**config.mk**
```make
export PLATFORM = sky130hd
export DESIGN_NAME = dp_source
export DESIGN_NICKNAME = d
export VERILOG_FILES = /design/src/hw/aux_pkg.sv /design/src/hw/aux_ctrl_unit.sv /design/src/hw/dp_source.sv /design/src/hw/hpd.sv /design/src/hw/native_message_encoder.sv /design/src/hw/reply_decoder.sv /design/src/hw/timeout_timer.sv
export VERILOG_INCLUDE_DIRS = /design/src /design/src/include
export SDC_FILE = /design/constraint.sdc
export NUM_CORES = 1
export LEC_CHECK = 0
export BUFFER_PORTS_ARGS = -buffer_cell sky130_fd_sc_hd__buf_2
export CELL_PAD_IN_SITES_DETAIL_PLACEMENT = 0
export CELL_PAD_IN_SITES_GLOBAL_PLACEMENT = 1
export CORE_MARGIN = 5
export CORE_UTILIZATION = 46
export DETAILED_ROUTE_END_ITERATION = 8
export HOLD_SLACK_MARGIN = 0.06
export PLACE_DENSITY_LB_ADDON = 0.1
export SLEW_MARGIN = 10
export SYNTH_ARGS = -nofsm -noshare
export SYNTH_HDL_FRONTEND = slang
export SYNTH_SLANG_ARGS = --single-unit
```
**constraint.sdc**
```tcl
create_clock -name clk -period 4 [get_ports clk]
set_input_delay 0 -clock clk [delete_from_list [all_inputs] [get_ports clk]]
set_output_delay 0 -clock clk [all_outputs]
set_load 0.03 [all_outputs]
```
**src/include/aux_defs.svh**
```systemverilog
`ifndef AUX_DEFS_SVH
`define AUX_DEFS_SVH

// ==================================================
// aux channel widths
// ==================================================
`define AUX_ADDR_W 20
`define AUX_BYTE_W 8

// ==================================================
// transaction timing
// ==================================================
// wait cycles after a request frame before giving up on the reply
`define AUX_REPLY_TIMEOUT 64
// retransmissions allowed after the first attempt
`define AUX_MAX_RETRIES 3

// ==================================================
// hot plug thresholds, in clk cycles
// ==================================================
`define HPD_PLUG_CYCLES 32
`define HPD_IRQ_MAX_CYCLES 16
`define HPD_UNPLUG_CYCLES 24

`endif

```
**src/hw/aux_pkg.sv**
```systemverilog
`include "aux_defs.svh"

package aux_pkg;

    // native request codes, upper nibble of the first header byte
    typedef enum logic [3:0] {
        NATIVE_WRITE = 4'b1000,
        NATIVE_READ  = 4'b1001
    } aux_cmd_e;

    // reply codes, upper nibble of the first reply byte
    typedef enum logic [3:0] {
        ACK   = 4'b0000,
        NACK  = 4'b0001,
        DEFER = 4'b0010
    } reply_ack_e;

    typedef enum logic [1:0] {
        IDLE,
        SEND,
        WAIT_REPLY
    } ctrl_state_e;

    typedef struct packed {
        aux_cmd_e                cmd;
        logic [`AUX_ADDR_W-1:0] address;
        logic [`AUX_BYTE_W-1:0] len;
        logic [`AUX_BYTE_W-1:0] data;
    } aux_req_t;

    typedef struct packed {
        logic                   ack_vld;
        reply_ack_e             ack;
        logic                   data_vld;
        logic [`AUX_BYTE_W-1:0] data;
    } aux_reply_t;

endpackage

```
**src/hw/aux_ctrl_unit.sv**
```systemverilog
`include "aux_defs.svh"

module aux_ctrl_unit (
    input  logic                clk,
    input  logic                rst_n,
    input  logic                spm_req_vld,
    input  aux_pkg::aux_req_t   spm_req,
    input  logic                lpm_req_vld,
    input  aux_pkg::aux_req_t   lpm_req,
    input  aux_pkg::aux_reply_t reply,
    input  logic                timer_timeout,
    output logic                send,
    output aux_pkg::aux_req_t   send_req,
    output aux_pkg::aux_reply_t spm_reply,
    output aux_pkg::aux_reply_t lpm_reply,
    output logic                ctrl_native_failed
);

    import aux_pkg::*;

    localparam int RETRY_W = $clog2(`AUX_MAX_RETRIES + 1);

    ctrl_state_e          state;
    aux_req_t             req_q;
    logic                 owner_lpm;
    logic [RETRY_W-1:0]   retry_cnt;
    logic                 retry_req;
    logic                 accept;

    assign accept = (state == IDLE) && (spm_req_vld || lpm_req_vld);

    // a defer or a lost reply both ask for another attempt
    assign retry_req = (state == WAIT_REPLY) &&
                       ((reply.ack_vld && reply.ack == DEFER) ||
                        (!reply.ack_vld && timer_timeout));

    // hold off while trailing reply bytes still arrive
    assign send     = (state == SEND) && !reply.data_vld;
    assign send_req = req_q;

    // request payload, lpm has priority
    always_ff @(posedge clk) begin
        if (accept) begin
            req_q <= lpm_req_vld ? lpm_req : spm_req;
        end
    end

    // ==================================================
    // transaction FSM
    // ==================================================
    always_ff @(posedge clk or negedge rst_n) begin
        if (!rst_n) begin
            state              <= IDLE;
            owner_lpm          <= 1'b0;
            retry_cnt          <= '0;
            ctrl_native_failed <= 1'b0;
        end else begin
            ctrl_native_failed <= 1'b0;
            case (state)
                IDLE: begin
                    if (accept) begin
                        owner_lpm <= lpm_req_vld;
                        retry_cnt <= '0;
                        state     <= SEND;
                    end
                end
                SEND: begin
                    if (send) begin
                        state <= WAIT_REPLY;
                    end
                end
                WAIT_REPLY: begin
                    if (retry_req) begin
                        if (retry_cnt < RETRY_W'(`AUX_MAX_RETRIES)) begin
                            retry_cnt <= retry_cnt + 1'b1;
                            state     <= SEND;
                        end else begin
                            // out of retries
                            ctrl_native_failed <= 1'b1;
                            state              <= IDLE;
                        end
                    end else if (reply.ack_vld) begin
                        // ack, nack or an unknown code closes the transaction
                        state <= IDLE;
                    end
                end
                default: state <= IDLE;
            endcase
        end
    end

    // reply goes to the owner only
    always_comb begin
        spm_reply = '0;
        lpm_reply = '0;
        if (owner_lpm) begin
            lpm_reply = reply;
        end else begin
            spm_reply = reply;
        end
    end

endmodule

```
**src/hw/dp_source.sv**
```systemverilog
`include "aux_defs.svh"

module dp_source (
    input  logic                   clk,
    input  logic                   rst_n,
    input  logic                   spm_req_vld,
    input  aux_pkg::aux_req_t      spm_req,
    input  logic                   lpm_req_vld,
    input  aux_pkg::aux_req_t      lpm_req,
    output logic [`AUX_BYTE_W-1:0] aux_out,
    output logic                   aux_start_stop,
    input  logic [`AUX_BYTE_W-1:0] aux_in,
    input  logic                   phy_start_stop,
    input  logic                   hpd_signal,
    output aux_pkg::aux_reply_t    spm_reply,
    output aux_pkg::aux_reply_t    lpm_reply,
    output logic                   timer_timeout,
    output logic                   ctrl_native_failed,
    output logic                   hpd_detect,
    output logic                   hpd_irq
);

    import aux_pkg::*;

    // control unit to encoder
    logic       send;
    aux_req_t   send_req;

    // decoder to control unit
    aux_reply_t reply;

    // ==================================================
    // aux transaction path
    // ==================================================
    aux_ctrl_unit aux_ctrl_unit_inst (
        .clk                (clk),
        .rst_n              (rst_n),
        .spm_req_vld        (spm_req_vld),
        .spm_req            (spm_req),
        .lpm_req_vld        (lpm_req_vld),
        .lpm_req            (lpm_req),
        .reply              (reply),
        .timer_timeout      (timer_timeout),
        .send               (send),
        .send_req           (send_req),
        .spm_reply          (spm_reply),
        .lpm_reply          (lpm_reply),
        .ctrl_native_failed (ctrl_native_failed)
    );

    native_message_encoder native_message_encoder_inst (
        .clk            (clk),
        .rst_n          (rst_n),
        .send           (send),
        .send_req       (send_req),
        .aux_out        (aux_out),
        .aux_start_stop (aux_start_stop)
    );

    reply_decoder reply_decoder_inst (
        .clk            (clk),
        .rst_n          (rst_n),
        .aux_in         (aux_in),
        .phy_start_stop (phy_start_stop),
        .reply          (reply)
    );

    timeout_timer timeout_timer_inst (
        .clk            (clk),
        .rst_n          (rst_n),
        .aux_start_stop (aux_start_stop),
        .phy_start_stop (phy_start_stop),
        .timer_timeout  (timer_timeout)
    );

    // ==================================================
    // hot plug detect
    // ==================================================
    hpd hpd_inst (
        .clk        (clk),
        .rst_n      (rst_n),
        .hpd_signal (hpd_signal),
        .hpd_detect (hpd_detect),
        .hpd_irq    (hpd_irq)
    );

endmodule

```
**src/hw/hpd.sv**
```systemverilog
`include "aux_defs.svh"

module hpd (
    input  logic clk,
    input  logic rst_n,
    input  logic hpd_signal,
    output logic hpd_detect,
    output logic hpd_irq
);

    // plug time is the longest of the thresholds
    localparam int CNT_W = $clog2(`HPD_PLUG_CYCLES + 1);

    logic [CNT_W-1:0] high_cnt;
    logic [CNT_W-1:0] low_cnt;
    logic             irq_run;

    // short low pulse seen while plugged
    assign irq_run = (low_cnt != '0) && (low_cnt <= CNT_W'(`HPD_IRQ_MAX_CYCLES));

    always_ff @(posedge clk or negedge rst_n) begin
        if (!rst_n) begin
            hpd_detect <= 1'b0;
            hpd_irq    <= 1'b0;
            high_cnt   <= '0;
            low_cnt    <= '0;
        end else begin
            hpd_irq <= 1'b0;
            if (!hpd_detect) begin
                // ==================================================
                // waiting for a stable plug
                // ==================================================
                low_cnt <= '0;
                if (!hpd_signal) begin
                    high_cnt <= '0;
                end else if (high_cnt == CNT_W'(`HPD_PLUG_CYCLES - 1)) begin
                    hpd_detect <= 1'b1;
                    high_cnt   <= '0;
                end else begin
                    high_cnt <= high_cnt + 1'b1;
                end
            end else if (!hpd_signal) begin
                // ==================================================
                // plugged, line low
                // ==================================================
                if (low_cnt == CNT_W'(`HPD_UNPLUG_CYCLES - 1)) begin
                    hpd_detect <= 1'b0;
                    low_cnt    <= '0;
                end else begin
                    low_cnt <= low_cnt + 1'b1;
                end
            end else begin
                // line back high, longer runs are ignored
                hpd_irq <= irq_run;
                low_cnt <= '0;
            end
        end
    end

endmodule

```
**src/hw/native_message_encoder.sv**
```systemverilog
`include "aux_defs.svh"

module native_message_encoder (
    input  logic                   clk,
    input  logic                   rst_n,
    input  logic                   send,
    input  aux_pkg::aux_req_t      send_req,
    output logic [`AUX_BYTE_W-1:0] aux_out,
    output logic                   aux_start_stop
);

    import aux_pkg::*;

    localparam int W = `AUX_BYTE_W;

    typedef enum logic {
        ENC_IDLE,
        ENC_SHIFT
    } enc_state_e;

    enc_state_e       state;
    logic [2:0]       bytes_left;
    logic [4*W-1:0]   tail_q;
    logic             load;
    logic             shift;

    assign load  = (state == ENC_IDLE) && send;
    assign shift = (state == ENC_SHIFT) && (bytes_left != 3'd0);

    // ==================================================
    // framing
    // ==================================================
    always_ff @(posedge clk or negedge rst_n) begin
        if (!rst_n) begin
            state          <= ENC_IDLE;
            bytes_left     <= 3'd0;
            aux_start_stop <= 1'b0;
        end else if (load) begin
            state          <= ENC_SHIFT;
            aux_start_stop <= 1'b1;
            // header is 4 bytes, writes add one data byte
            bytes_left     <= (send_req.cmd == NATIVE_WRITE) ? 3'd4 : 3'd3;
        end else if (shift) begin
            bytes_left <= bytes_left - 3'd1;
        end else if (state == ENC_SHIFT) begin
            // last byte has been on the line for a cycle
            state          <= ENC_IDLE;
            aux_start_stop <= 1'b0;
        end
    end

    // byte shifter
    always_ff @(posedge clk) begin
        if (load) begin
            aux_out <= {send_req.cmd, send_req.address[19:16]};
            tail_q  <= {send_req.address[15:8], send_req.address[7:0],
                        send_req.len, send_req.data};
        end else if (shift) begin
            aux_out <= tail_q[4*W-1 -: W];
            tail_q  <= tail_q << W;
        end
    end

endmodule

```
**src/hw/reply_decoder.sv**
```systemverilog
`include "aux_defs.svh"

module reply_decoder (
    input  logic                   clk,
    input  logic                   rst_n,
    input  logic [`AUX_BYTE_W-1:0] aux_in,
    input  logic                   phy_start_stop,
    output aux_pkg::aux_reply_t    reply
);

    import aux_pkg::*;

    logic                   in_burst;
    logic                   ack_byte;
    logic                   data_byte;
    logic                   ack_vld_q;
    logic                   data_vld_q;
    reply_ack_e             ack_q;
    logic [`AUX_BYTE_W-1:0] data_q;

    // first byte of a burst carries the reply code
    assign ack_byte  = phy_start_stop && !in_burst;
    assign data_byte = phy_start_stop && in_burst;

    always_ff @(posedge clk or negedge rst_n) begin
        if (!rst_n) begin
            in_burst   <= 1'b0;
            ack_vld_q  <= 1'b0;
            data_vld_q <= 1'b0;
        end else begin
            in_burst   <= phy_start_stop;
            ack_vld_q  <= ack_byte;
            data_vld_q <= data_byte;
        end
    end

    // payload capture
    always_ff @(posedge clk) begin
        if (ack_byte) begin
            ack_q <= reply_ack_e'(aux_in[7:4]);
        end
        if (data_byte) begin
            data_q <= aux_in;
        end
    end

    assign reply.ack_vld  = ack_vld_q;
    assign reply.ack      = ack_q;
    assign reply.data_vld = data_vld_q;
    assign reply.data     = data_q;

endmodule

```
**src/hw/timeout_timer.sv**
```systemverilog
`include "aux_defs.svh"

module timeout_timer (
    input  logic clk,
    input  logic rst_n,
    input  logic aux_start_stop,
    input  logic phy_start_stop,
    output logic timer_timeout
);

    localparam int TMO_W = $clog2(`AUX_REPLY_TIMEOUT);

    logic             start_stop_q;
    logic             armed;
    logic [TMO_W-1:0] count;
    logic             frame_end;

    assign frame_end = start_stop_q && !aux_start_stop;

    always_ff @(posedge clk or negedge rst_n) begin
        if (!rst_n) begin
            start_stop_q  <= 1'b0;
            armed         <= 1'b0;
            count         <= '0;
            timer_timeout <= 1'b0;
        end else begin
            start_stop_q  <= aux_start_stop;
            timer_timeout <= 1'b0;
            if (frame_end) begin
                armed <= 1'b1;
                count <= TMO_W'(`AUX_REPLY_TIMEOUT - 1);
            end else if (phy_start_stop) begin
                // sink has started answering
                armed <= 1'b0;
            end else if (armed) begin
                if (count == '0) begin
                    timer_timeout <= 1'b1;
                    armed         <= 1'b0;
                end else begin
                    count <= count - 1'b1;
                end
            end
        end
    end

endmodule

```
After elaboration in Yosys (flattened, before gate mapping)
Cells that the tools add are included.
{"block": "op_classes", "reduce_logical": 30, "muxes": 52, "n_addsub": 5, "n_eq_ne": 14, "bitwise": 1, "order_cmp": 2}
{"op": "$mux W32", "count": 2}
{"op": "$mux W6", "count": 9}
{"op": "$mux W40", "count": 1}
{"op": "$mux W14", "count": 2}
{"op": "$mux W1", "count": 24}
{"op": "$mux W8", "count": 2}
{"op": "$mux W2", "count": 7}
{"op": "$add A6 B1 Y6 const B", "count": 2}
{"op": "$eq A6 B5 Y1 const B", "count": 2}
{"op": "$ne A2 B1 Y1 const B", "count": 6}
{"op": "$logic_and A1 B1 Y1", "count": 11}
{"op": "$mux W3", "count": 3}
{"op": "$reduce_bool A2 Y1", "count": 4}
{"op": "$le A6 B5 Y1 const B", "count": 1}
{"op": "$logic_not A6 Y1", "count": 1}
{"op": "$pmux W2 S3", "count": 1}
{"op": "$reduce_and A3 Y1", "count": 2}
{"op": "$reduce_bool A6 Y1", "count": 1}
{"op": "$sub A6 B1 Y6 const B", "count": 1}
{"op": "$eq A4 B2 Y1 const B", "count": 1}
{"op": "$eq A4 B4 Y1 const B", "count": 1}
{"op": "$logic_not A1 Y1", "count": 4}
{"op": "$pmux W2 S2", "count": 1}
{"op": "$reduce_and A2 Y1", "count": 2}
{"op": "12 further kinds", "count": 13}
{"block": "word_totals", "ff_bits": 129, "in_bits": 94}

Longest topological paths before layout
Gate-level depths: netlist of run 1.
{"block": "depth", "word_depth": 6, "ltp_mapped": 8}

Modules after synthesis
From an unflattened synthesis of run 1, not the netlist that was laid out.
{"block": "unflattened", "hier_cells": 401, "area_unflattened_um2": 5914.4}
{"mod": "aux_ctrl_unit", "instances": 1, "area_each_um2": 2248.4, "cells_each": 152}
{"mod": "native_message_encoder", "instances": 1, "area_each_um2": 2039.5, "cells_each": 113}
{"mod": "hpd", "instances": 1, "area_each_um2": 696.9, "cells_each": 72}
{"mod": "reply_decoder", "instances": 1, "area_each_um2": 466.7, "cells_each": 19}
{"mod": "timeout_timer", "instances": 1, "area_each_um2": 462.9, "cells_each": 45}

Worst setup path after synthesis of run 1
Ideal clock, no wire load.
{"block": "synth_timing", "kind": "flip-flop to flip-flop", "from": "register reply_decoder_inst.data_vld_q", "to": "register native_message_encoder_inst.aux_out[0] (enable)", "synth_period_minus_slack_ns": 2.441, "arrival_ns": 2.043, "required_time_ns": 3.602, "slack_ns": 1.559, "path_buffers": 2, "path_stages_with_launch": 6, "cell_sequence": "dfrtp_1 -> nand2b_1 -> or3_1 -> buf_2 -> buf_2 -> nand2_1"}
{"block": "synth_between", "elab_chain_len": 4}
{"item": "start, declared", "line": "reply_decoder.sv:17", "rtl": "logic data_vld_q;"}
{"item": "start signal, assigned", "line": "reply_decoder.sv:33", "rtl": "data_vld_q <= data_byte;"}
{"item": "$logic_not A1 Y1", "line": "aux_ctrl_unit.sv:38", "rtl": "assign send = (state == SEND) && !reply.data_vld;"}
{"item": "$logic_and A1 B1 Y1", "line": "aux_ctrl_unit.sv:38"}
{"item": "$logic_and A1 B1 Y1", "line": "native_message_encoder.sv:27", "rtl": "assign load = (state == ENC_IDLE) && send;"}
{"item": "$reduce_bool A2 Y1 (no source line)"}
{"item": "end signal, assigned", "line": "native_message_encoder.sv:55", "rtl": "aux_out <= {send_req.cmd, send_req.address[19:16]};"}
{"item": "end signal, assigned", "line": "native_message_encoder.sv:59", "rtl": "aux_out <= tail_q[4*W-1 -: W];"}
{"item": "end, declared", "line": "native_message_encoder.sv:8", "rtl": "output logic [`AUX_BYTE_W-1:0] aux_out,"}
No other way between the ends.
A chain may end at the register's enable or synchronous reset.

Worst setup path after layout of run 1
{"block": "layout_timing", "from": "register reply_decoder_inst.data_vld_q", "to": "register native_message_encoder_inst.tail_q[10] (enable)"}
{"block": "layout_between", "elab_chain_len": 4}
{"item": "$logic_not A1 Y1", "line": "aux_ctrl_unit.sv:38"}
{"item": "$logic_and A1 B1 Y1", "line": "aux_ctrl_unit.sv:38"}
{"item": "$logic_and A1 B1 Y1", "line": "native_message_encoder.sv:27"}
{"item": "$reduce_bool A2 Y1 (no source line)"}
{"item": "end signal, assigned", "line": "native_message_encoder.sv:56", "rtl": "tail_q <= {send_req.address[15:8], send_req.address[7:0],"}
{"item": "end signal, assigned", "line": "native_message_encoder.sv:60", "rtl": "tail_q <= tail_q << W;"}
{"item": "end, declared", "line": "native_message_encoder.sv:23", "rtl": "logic [4*W-1:0] tail_q;"}
No other way between the ends.

==> results.py, run 1 <==
metrics = {
    "yosys": {
        "yosysWarnings": 0,
        "async_flop_share_pct": 28.68,
        "yosys.cell_types.count": 46,
        "synth_area_um2": 5668,
        "ys.flop_type": "edfxtp_1",
        "synth_edf_count": 92,
        "yosysSeqAreaShare_pct": 65.08,
        "syn_nets": 560,
        "syn_inst": 458,
        "synth_seq_cells": 129,
        "avgSynthCellArea_um2": 12.38,
    },
    "placed_design": {
        "gp_congestion": 0.7360,
        "io_buffer_count": 134,
        "dpl.hpwl_um": 6966,
        "dp_slack_ns": 1.679,
    },
    "flow_run": {
        "cap_viol_max_count": 0,
    },
    "finish": {
        "antenna_cells": 0,
        "area.growth.synth_to_final_pct": 40.51,
        "fin_nets": 788,
        "drive_above_1_share_pct": 29.47,
    },
    "floorplanning": {
        "die_w_um": 121,
        "ios": 135,
        "core.rowCount": 40,
        "dieArea_um2": 14640,
        "die_h_um": 121,
        "initial_core_util_pct": 46.99,
        "coreArea_um2": 12060,
    },
    "power_and_ir_drop": {
        "cellLeakagePower_nw": 3.484,
        "power.density_nw_per_um2": 622.0,
        "vdd_drop_max_uv": 305.9,
    },
    "grt": {
        "grt_pass1_vias": 4039,
        "grt-ovfl-total": 0,
        "antenna_found_initial": 0,
        "grt_pass1_wl_um": 18560,
        "grt_max_degree": 44,
        "gr-usage-all-layers_pct": 16.08,
    },
    "timing": {
        "fmax_mhz": 437.1,
        "rsz0062_at_grt": "no",
        "fin_crit_ns": 2.288,
        "setup_tns_ns": 0,
        "tightest_slew_ns": 0.9753,
        "skew_ns": 0.004106,
        "finalWorstSetupSlack_ns": 1.712,
        "timing.final.crit_share_pct": 57.20,
        "setup_viol": 0,
        "hold_viol_final": 0,
        "slew_headroom_pct": 34.98,
        "drv_slew": 0,
    },
    "clock_tree": {
        "clock_path_buffers": 2,
        "htree_levels": 4,
        "cts_buffers": 17,
        "cts_tree": "built",
        "cts_sinks": 129,
        "cts_root_buf": "clkbuf_16",
        "clk_latency_ns": 0.41,
        "clk_pin_slew_ns": 0.05,
    },
    "setup_path": {
        "crit_type": "reg2reg",
        "crit_slowest_cell": "nand2_2",
        "r2r_end": "native_message_encoder_inst.tail_q[10]",
        "rr_worst_depth": 4,
        "path_cells": "nand2b_1 > or3_1 > buf_4 > nand2_2",
        "crit_required_ns": 4.03,
        "reg2reg_slack_ns": 1.71,
        "r2r_start": "reply_decoder_inst.data_vld_q",
        "endpoint_kind": "flop",
        "start_kind": "flop",
        "arrival_ns": 2.32,
        "cpPeakStageDelay_ns": 0.71,
        "worstPathMaxFanout": 40,
    },
    "drt": {
        "drt_wl_total_um": 11190,
        "drcViolationCount": 0,
        "dr.pass1.iters": 4,
        "ant_nets": 0,
        "drt-initial-drc-count": 170,
        "vias": 4047,
        "wl_per_cell_um": 12.91,
        "via_per_inst": 4.668,
    },
    "min_path": {
        "hold_class": "in2async",
    },
    "run_status": {
        "outcome": "finished clean",
    },
}
-- worst max-delay path: cells and delay by family (launching register included) --
family,cells,cell delay [ns]
buf+inv,1,0.26
flops,1,0.40
simple gates,3,1.24
-- where the power goes --
part / switching [mW] / leakage (nW) / total (mW) / internal (mW)
Combinational: 0.853 / 1.90 / 1.31 / 0.455
Clock: 0.517 / 0.266 / 1.42 / 0.902
Sequential: 0.180 / 1.32 / 2.23 / 2.05
-- cells in the final DEF, fill, tap and decap left out, types with 2 or more instances in the layout --
cell,Yosys,layout
ha_1,8,8
nor2_1,11,11
nor3_1,6,6
and2_1,23,23
o21ai_0,10,10
dfrtp_1,37,37
buf_2,8,134
clkinv_2,0,2
nand2_1,122,121
dlygate4sd3_1,0,92
nor2b_1,15,15
or4_1,2,2
o211ai_1,2,2
clkbuf_16,0,18
mux2i_1,4,4
nor4b_1,2,2
mux2_2,40,40
xnor2_1,5,5
xor2_1,5,5
clkinv_1,0,2
clkbuf_1,11,7
a21oi_1,2,2
inv_1,10,10
edfxtp_1,92,92
nand3_1,8,8
and3_1,5,5
nand2b_1,7,7
buf_4,0,3
-- area by class of cell --
type	instances	area [um^2]
tap	168	210.2
inverter	10	37.54
clock inverter	6	56.30
clock buffer	26	490.5
timing repair buffer	229	1614
fill	902	4098
multi-input combinational	299	1867
sequential	129	3689
-- cells in the mapped netlist, drive strengths merged, types with 2 or more instances --
cell | count | area [um^2]
nand2b | 7 | 43.79
and3 | 5 | 31.28
o21ai | 12 | 63.81
xnor2 | 5 | 43.79
nor4b | 2 | 17.52
buf | 9 | 43.79
nand2 | 122 | 457.9
nand3 | 8 | 40.04
nor2 | 11 | 41.29
or4 | 2 | 15.01
inv | 10 | 37.54
edfxtp | 92 | 2763
xor2 | 5 | 43.79
ha | 8 | 100.1
mux2 | 40 | 450.4
nor2b | 15 | 93.84
mux2i | 4 | 40.04
nor3 | 7 | 40.04
and2 | 23 | 143.9
dfrtp | 37 | 925.9
clkbuf | 11 | 41.29
a21oi | 2 | 10.01
o211ai | 3 | 27.52
or3 | 2 | 17.52
-- logic make-up after synthesis --
kind of cell	Yosys count	share of synthesized area, %
flops	129	65.08
simple gates	209	17.40
fa+ha+maj	8	1.766
xor+xnor	10	1.545
buf+inv	30	2.163
mux	44	8.653
compound gates	28	3.400
-- registers in the layout (all words and copies together), names as in the netlist, 2 cells and up --
register / flops
aux_ctrl_unit_inst.retry_cnt: 2
aux_ctrl_unit_inst.send_req: 40
aux_ctrl_unit_inst.state: 2
hpd_inst.high_cnt: 6
hpd_inst.low_cnt: 6
native_message_encoder_inst.aux_out: 8
native_message_encoder_inst.bytes_left: 3
native_message_encoder_inst.tail_q: 32
reply_decoder_inst.ack_q: 4
reply_decoder_inst.data_q: 8
timeout_timer_inst.count: 6
-- how the worst max path moves through the flow --
stage                     cells past startpoint                                endpoint                     startpoint
final                                         4  native_message_encoder_inst.tail_q[10]  reply_decoder_inst.data_vld_q
after global routing                          4  native_message_encoder_inst.tail_q[11]    aux_ctrl_unit_inst.state[0]
after CTS                                     4  native_message_encoder_inst.tail_q[11]  reply_decoder_inst.data_vld_q
after detailed placement                      4  native_message_encoder_inst.tail_q[11]  reply_decoder_inst.data_vld_q
after global placement                        4   native_message_encoder_inst.tail_q[1]  reply_decoder_inst.data_vld_q
after floorplan                               5  native_message_encoder_inst.aux_out[0]  reply_decoder_inst.data_vld_q
-- per-stage QoR --
step	power (mW)	utilization [%]	hold slack, ns	cell area [um^2]	cells
after floorplan	3.133	-	-0.2956	5668	458
after global placement	3.470	53.86	0.1361	6496	743
after detailed placement	3.506	53.86	0.1463	6496	743
after CTS	5.018	66.03	0.2533	7964	867
after global routing	5.274	66.03	0.2747	7964	867
final	4.954	66.03	0.2351	7964	867
-- layer usage --
metal / global-route usage (%) / vias to the layer above / wire [um]
li1: - / 2047 / -
met5: 0 / - / 0
met4: 5.382 / 0 / 129
met3: 5.455 / 10 / 699
met1: 20.46 / 1878 / 5059
met2: 25.84 / 112 / 5306
-- repair_timing --
action                                 in CTS  in global routing
hold buffers                               92                  0
endpoints found under the hold margin     102                  0
resized for setup                           0                  0
setup buffers                               0                  0
Power figures use the tool's default switching activity.
==> run 2, diff against run 1 <==
--- a/config.mk
+++ b/config.mk
@@ -6,11 +6,12 @@
 export SDC_FILE = /design/constraint.sdc
 export NUM_CORES = 1
 export LEC_CHECK = 0
+export ABC_AREA = 1
 export BUFFER_PORTS_ARGS = -buffer_cell sky130_fd_sc_hd__buf_2
 export CELL_PAD_IN_SITES_DETAIL_PLACEMENT = 0
 export CELL_PAD_IN_SITES_GLOBAL_PLACEMENT = 1
 export CORE_MARGIN = 5
-export CORE_UTILIZATION = 46
+export CORE_UTILIZATION = 36
 export DETAILED_ROUTE_END_ITERATION = 8
 export HOLD_SLACK_MARGIN = 0.06
 export PLACE_DENSITY_LB_ADDON = 0.1
==> constraint.sdc (replaced) <==
create_clock -name clk -period 2 [get_ports clk]
set_input_delay 0 -clock clk [delete_from_list [all_inputs] [get_ports clk]]
set_output_delay 0 -clock clk [all_outputs]
set_load 0.03 [all_outputs]
==> run 2 against run 1 <==
Non-clock buffer count increased by 8. Sequential share of layout area decreased by 1.6 points. Synthesized area increased by 2.5%. Via count rose by 15%. Power increased by 120%. Global-route usage down 2.2 points. Critical path type unchanged. Largest power group unchanged.
==> results.py, run 2 <==
metrics = {
    "setup_path": {
        "cpPeakStageDelay_ns": 0.34,
        "r2r_start": "native_message_encoder_inst.bytes_left[0]",
        "reg2reg_slack_ns": 0.27,
        "start_kind": "flop",
        "crit_slowest_cell": "dfrtp_1",
        "path_delay_family": "simple AND/OR/NAND/NOR gates",
        "crit_buf_inv": 2,
        "rr_worst_depth": 6,
        "worstPathMaxFanout": 23,
        "crit_top_cell": "ha_1",
        "r2r_end": "native_message_encoder_inst.tail_q[13]",
        "startpoint": "native_message_encoder_inst.bytes_left[0]",
        "crit_required_ns": 2.11,
        "path_cells": "inv_1 > ha_1 > ha_1 > or2_1 > nand2_2 > buf_12",
        "path_depth": 6,
        "endpoint_kind": "flop",
        "crit_type": "reg2reg",
        "cp-endpoint": "native_message_encoder_inst.tail_q[13]",
        "arrival_ns": 1.84,
    },
    "drt": {
        "vias": 4651,
        "via_per_inst": 4.271,
        "ant_nets": 0,
        "drt-initial-drc-count": 230,
        "dr.pass1.iters": 6,
        "drcViolationCount": 0,
        "wl_per_cell_um": 11.31,
        "drt_wl_total_um": 12320,
    },
    "finish": {
        "drive_above_1_share_pct": 20.27,
        "fin_nets": 964,
        "largest_reg_flops": 40,
        "area.growth.synth_to_final_pct": 41.96,
        "fin_cells": 1089,
        "antenna_cells": 0,
        "final_common_cell": "nand2_1",
        "layout_common_cells": "nand2_1 (289), buf_2 (134), dlygate4sd3_1 (94)",
    },
    "clock_tree": {
        "clock_path_buffers": 2,
        "cts_root_buf": "clkbuf_16",
        "cts_sinks": 129,
        "clk_pin_slew_ns": 0.05,
        "cts_resized": 0,
        "postCtsSetupRepairBufs": 0,
        "htree_levels": 4,
        "cts_tree": "built",
        "clk_latency_ns": 0.40,
        "cts_buffers": 17,
    },
    "grt": {
        "grt_pass1_wl_um": 20560,
        "grt_pass1_vias": 4615,
        "grt_max_degree": 41,
        "gr-usage-all-layers_pct": 13.91,
        "antenna_found_initial": 0,
        "grt-ovfl-total": 0,
    },
    "yosys": {
        "avgSynthCellArea_um2": 9.254,
        "synth_edf_count": 92,
        "synth_most_common_cell": "nand2_1",
        "synth_area_um2": 5812,
        "yosysWarnings": 0,
        "yosys.cell_types.count": 29,
        "post-synth-top-area-cell": "edfxtp_1",
        "yosys-top-cells-area": "edfxtp_1 (48%), nand2_1 (19%), dfrtp_1 (16%)",
        "syn_nets": 730,
        "synth_commonest_cells": "nand2_1 (289), edfxtp_1 (92), inv_1 (68)",
        "synth_seq_cells": 129,
        "async_flop_share_pct": 28.68,
        "syn_inst": 628,
        "synth_top_area_share_pct": 47.53,
        "yosysSeqAreaShare_pct": 63.47,
        "ys.flop_type": "edfxtp_1",
    },
    "power_and_ir_drop": {
        "vdd_drop_max_uv": 761.1,
        "power.density_nw_per_um2": 1295,
        "p_total_mw": 10.68,
        "cellLeakagePower_nw": 4.131,
    },
    "timing": {
        "tightest_slew_ns": 0.8615,
        "setup_viol": 0,
        "skew_ns": 0.005652,
        "timing.final.crit_share_pct": 86.74,
        "fmax_mhz": 576.4,
        "fin_crit_ns": 1.735,
        "slew_headroom_pct": 42.57,
        "setup_tns_ns": 0,
        "rsz0062_at_grt": "no",
        "hold_viol_final": 0,
        "drv_slew": 0,
    },
    "floorplanning": {
        "die_h_um": 137.1,
        "die_w_um": 137.1,
        "initial_core_util_pct": 36.59,
        "coreArea_um2": 15890,
        "core.rowCount": 46,
        "ios": 135,
        "dieArea_um2": 18790,
    },
    "placed_design": {
        "dpl.hpwl_um": 8659,
        "placed_cells": 965,
        "io_buffer_count": 134,
        "gp_congestion": 0.7792,
    },
    "min_path": {
        "hold_class": "in2async",
    },
    "flow_run": {
        "cap_viol_max_count": 0,
    },
    "run_status": {
        "outcome": "finished clean",
    },
}
## run 2: changes by cell type in the layout (fill, tap and decap cells not counted), moves of 5 or more
| cell | delta |
|---|---|
| nand2_1 | +168 |
| inv_1 | +57 |
| mux2_2 | -40 |
| nor2_1 | +33 |
| and2_1 | -23 |
| nand3_1 | +17 |
| nor2b_1 | -15 |
| nand2b_1 | -7 |
| and3_1 | -5 |
| nand4_1 | +5 |
## run 2: timing repair
action	CTS	global route
endpoints found under the hold margin	109	0
hold buffers	94	0
setup endpoints to repair	0	0
## run 2: final cells by class
class | instances | area, um^2
flip-flops and latches | 129 | 3689
fillers | 1489 | 7635
multi-input cells | 407 | 1744
repair buffers | 237 | 1729
well taps | 216 | 270.3
clock inverters | 10 | 118.9
clock buffers | 20 | 436.7
inverters | 70 | 262.8
## run 2: cells by family (layout without fill, tap and decap cells)
family	after synthesis	after routing	synth area share, %
and+or+nand+nor	377	377	26.01
DFF	129	129	63.47
buffers and inverters	92	337	6.523
AOI/OAI and AO/OA	19	19	1.830
adders and majority gates	8	8	1.722
xor gates and xnor gates	3	3	0.4522
## run 2: stage by stage
| stage | area, um^2 | setup WS, ns | util, % | hold slack [ns] |
|---|---|---|---|---|
| 6_report | 8250 | 0.2651 | 51.94 | 0.2456 |
| 5_1_grt | 8250 | 0.1651 | 51.94 | 0.2945 |
| 4_1_cts | 8250 | 0.2612 | 51.94 | 0.2777 |
| 3_5_place_dp | 6754 | 0.2761 | 42.52 | 0.1647 |
| 3_3_place_gp | 6754 | 0.3053 | 42.52 | 0.1561 |
| 2_1_floorplan | 5812 | 0.04138 | - | -0.2956 |
## run 2: worst min-delay path by stage
stage,endpoint,from,slack (ns),depth (start not counted)
after floorplan,aux_ctrl_unit_inst.ctrl_native_failed,rst_n,-0.30,0
after global placement,timeout_timer_inst.count[4],rst_n,0.16,1
after detailed placement,timeout_timer_inst.count[4],rst_n,0.16,1
after CTS,timeout_timer_inst.count[4],rst_n,0.28,2
after global routing,reply_decoder_inst.data_q[1],aux_in[1],0.29,2
final,timeout_timer_inst.count[4],rst_n,0.25,2
## run 2: layer usage
layer / share of wire, % / wire [um] / vias up / global-route usage [%]
met2: 48 / 5930 / 111 / 23.60
met1: 45 / 5522 / 2076 / 16.95
li1: - / - / 2450 / -
met5: 0 / 0 / - / 0
met3: 5.4 / 671 / 14 / 3.787
met4: 1.6 / 191 / 0 / 5.155
## run 2: where the power goes
part	total (mW)	internal [mW]	leakage, nW	switching, mW
clock	2.92	1.91	0.271	1.00
combinational	3.29	1.16	2.53	2.13
sequential	4.48	4.13	1.33	0.345
==> run 3, diff against run 2 <==
==> constraint.sdc (replaced) <==
create_clock -name clk -period 2 [get_ports clk]
set_input_delay 0.4 -clock clk [delete_from_list [all_inputs] [get_ports clk]]
set_output_delay 0.4 -clock clk [all_outputs]
set_load 0.03 [all_outputs]
==> run 3 against run 2 <==
Cell count is 8.4% lower. Utilization decreased by 6.1 points. Worst hold slack got worse by 0.087 ns. Worst setup slack worse by 0.043 ns. First-iteration DRC count is 11% lower. Die area unchanged. Via count shrank 7.8%. Power down 3.6%. Sequential power about the same. Routed wire length fell by 3.5%. Register-to-register slack worse by 0.04 ns. Design area shrank 12%.
==> results.py, run 3 (synthesis results as in run 2) <==
metrics = {
    "run_status": {
        "outcome": "finished clean",
    },
    "drt": {
        "drcViolationCount": 0,
        "vias": 4289,
        "via_per_inst": 4.298,
        "ant_nets": 0,
        "drt-initial-drc-count": 205,
        "wl_per_cell_um": 11.91,
        "drt_wl_total_um": 11890,
        "dr.pass1.iters": 4,
    },
    "setup_path": {
        "arrival_ns": 1.89,
        "cpPeakStageDelay_ns": 0.34,
        "r2r_start": "native_message_encoder_inst.bytes_left[0]",
        "rr_worst_depth": 6,
        "endpoint_kind": "flop",
        "crit_required_ns": 2.11,
        "path_cells": "inv_1 > ha_1 > ha_1 > or2_1 > nand2_2 > buf_12",
        "r2r_end": "native_message_encoder_inst.aux_out[7]",
        "crit_slowest_cell": "dfrtp_1",
        "crit_type": "reg2reg",
        "worstPathMaxFanout": 23,
        "reg2reg_slack_ns": 0.22,
        "crit_top_cell": "ha_1",
        "start_kind": "flop",
    },
    "finish": {
        "drive_above_1_share_pct": 22.89,
        "postLayoutCoreUtil_pct": 45.86,
        "antenna_cells": 0,
        "fin_cells": 998,
        "largest_reg_flops": 40,
        "fin_nets": 872,
        "area.growth.synth_to_final_pct": 25.34,
        "final_common_cell": "nand2_1",
        "final_area_um2": 7284,
        "fill_cells": 1586,
        "layout_common_cells": "nand2_1 (289), buf_2 (134), edfxtp_1 (92)",
    },
    "timing": {
        "slew_headroom_pct": 68.03,
        "timing.final.crit_share_pct": 88.91,
        "setup_viol": 0,
        "setup_tns_ns": 0,
        "hold_viol_final": 0,
        "fin_crit_ns": 1.778,
        "rsz0062_at_grt": "no",
        "fmax_mhz": 562.4,
        "drv_slew": 0,
        "tightest_slew_ns": 0.4796,
        "skew_ns": 0.01389,
    },
    "floorplanning": {
        "die_w_um": 137.1,
        "initial_core_util_pct": 36.59,
        "ios": 135,
        "die_h_um": 137.1,
        "core.rowCount": 46,
        "dieArea_um2": 18790,
        "coreArea_um2": 15890,
    },
    "placed_design": {
        "dpl.hpwl_um": 8620,
        "gp_congestion": 0.7818,
        "placed_cells": 966,
        "dpl_cell_area_um2": 6761,
        "io_buffer_count": 134,
    },
    "clock_tree": {
        "cts_buffers": 17,
        "cts_tree": "built",
        "htree_levels": 4,
        "clk_pin_slew_ns": 0.05,
        "cts_sinks": 129,
        "clk_latency_ns": 0.41,
        "cts_root_buf": "clkbuf_16",
        "postCtsSetupRepairBufs": 0,
        "clock_path_buffers": 2,
    },
    "grt": {
        "gr-usage-all-layers_pct": 13.17,
        "antenna_found_initial": 0,
        "grt-ovfl-total": 0,
        "grt_pass1_wl_um": 19350,
        "grt_max_degree": 41,
        "grt_pass1_vias": 4166,
    },
    "min_path": {
        "min_to": "reply_decoder_inst.in_burst",
        "hold-path-cell-count": 1,
        "hold_class": "in2reg",
        "hold_start": "phy_start_stop",
    },
    "power_and_ir_drop": {
        "p_total_mw": 10.29,
        "power.density_nw_per_um2": 1413,
        "cellLeakagePower_nw": 3.711,
        "vdd_drop_max_uv": 779.0,
    },
    "flow_run": {
        "cap_viol_max_count": 0,
    },
}
## run 3: how the worst max path moves through the flow
stage	from	end	slack, ns
after floorplan	native_message_encoder_inst.bytes_left[0]	native_message_encoder_inst.aux_out[0]	0.04
after global placement	native_message_encoder_inst.bytes_left[0]	native_message_encoder_inst.tail_q[27]	0.31
after detailed placement	native_message_encoder_inst.bytes_left[0]	native_message_encoder_inst.tail_q[18]	0.27
after CTS	aux_ctrl_unit_inst.owner_lpm	lpm_reply[3]	0.22
after global routing	aux_ctrl_unit_inst.owner_lpm	lpm_reply[13]	0.13
final	native_message_encoder_inst.bytes_left[0]	native_message_encoder_inst.aux_out[7]	0.22
## run 3: area by class of cell
cell class / count / area [um^2] / area share [%]
timing repair buffer: 145 / 805.8 / 11.06
multi-input combinational: 407 / 1744 / 23.94
sequential: 129 / 3689 / 50.64
tap: 216 / 270.3 / 3.710
clock inverter: 8 / 65.06 / 0.8932
clock buffer: 23 / 447.9 / 6.149
inverter: 70 / 262.8 / 3.607
## run 3: repair_timing
item                      in CTS  in global routing
gates resized for setup        0                  0
hold buffers                   1                  0
hold endpoints to repair      37                  0
## run 3: stage by stage
stage / setup WS, ns / hold slack [ns]
floorplan: 0.04138 / 0.1044
global placement: 0.3091 / 0.4419
global route: 0.1350 / 0.1464
CTS: 0.2191 / 0.1372
finish: 0.2218 / 0.1590
detailed placement: 0.2665 / 0.4432
## run 3: routing by layer
layer / wire length (um) / up-vias / track usage, %
met4: 90 / 0 / 4.324
li1: - / 2259 / -
met3: 675 / 8 / 4.265
met5: 0 / - / 0
met2: 5554 / 119 / 21.04
met1: 5566 / 1903 / 16.98
## run 3: critical path: cells and delay by family (launching register included)
kind          cells  cell delay, ns
simple gates      2            0.46
fa+ha+maj         2            0.42
flops             1            0.34
buf+inv           2            0.26
## run 3: power by group
group | leakage (nW) | internal (mW) | total (mW) | switching [mW]
logic | 2.13 | 1.01 | 3.13 | 2.12
registers | 1.33 | 4.13 | 4.47 | 0.345
clock network | 0.250 | 1.68 | 2.69 | 1.01
total | 3.71 | 6.82 | 10.3 | 3.48
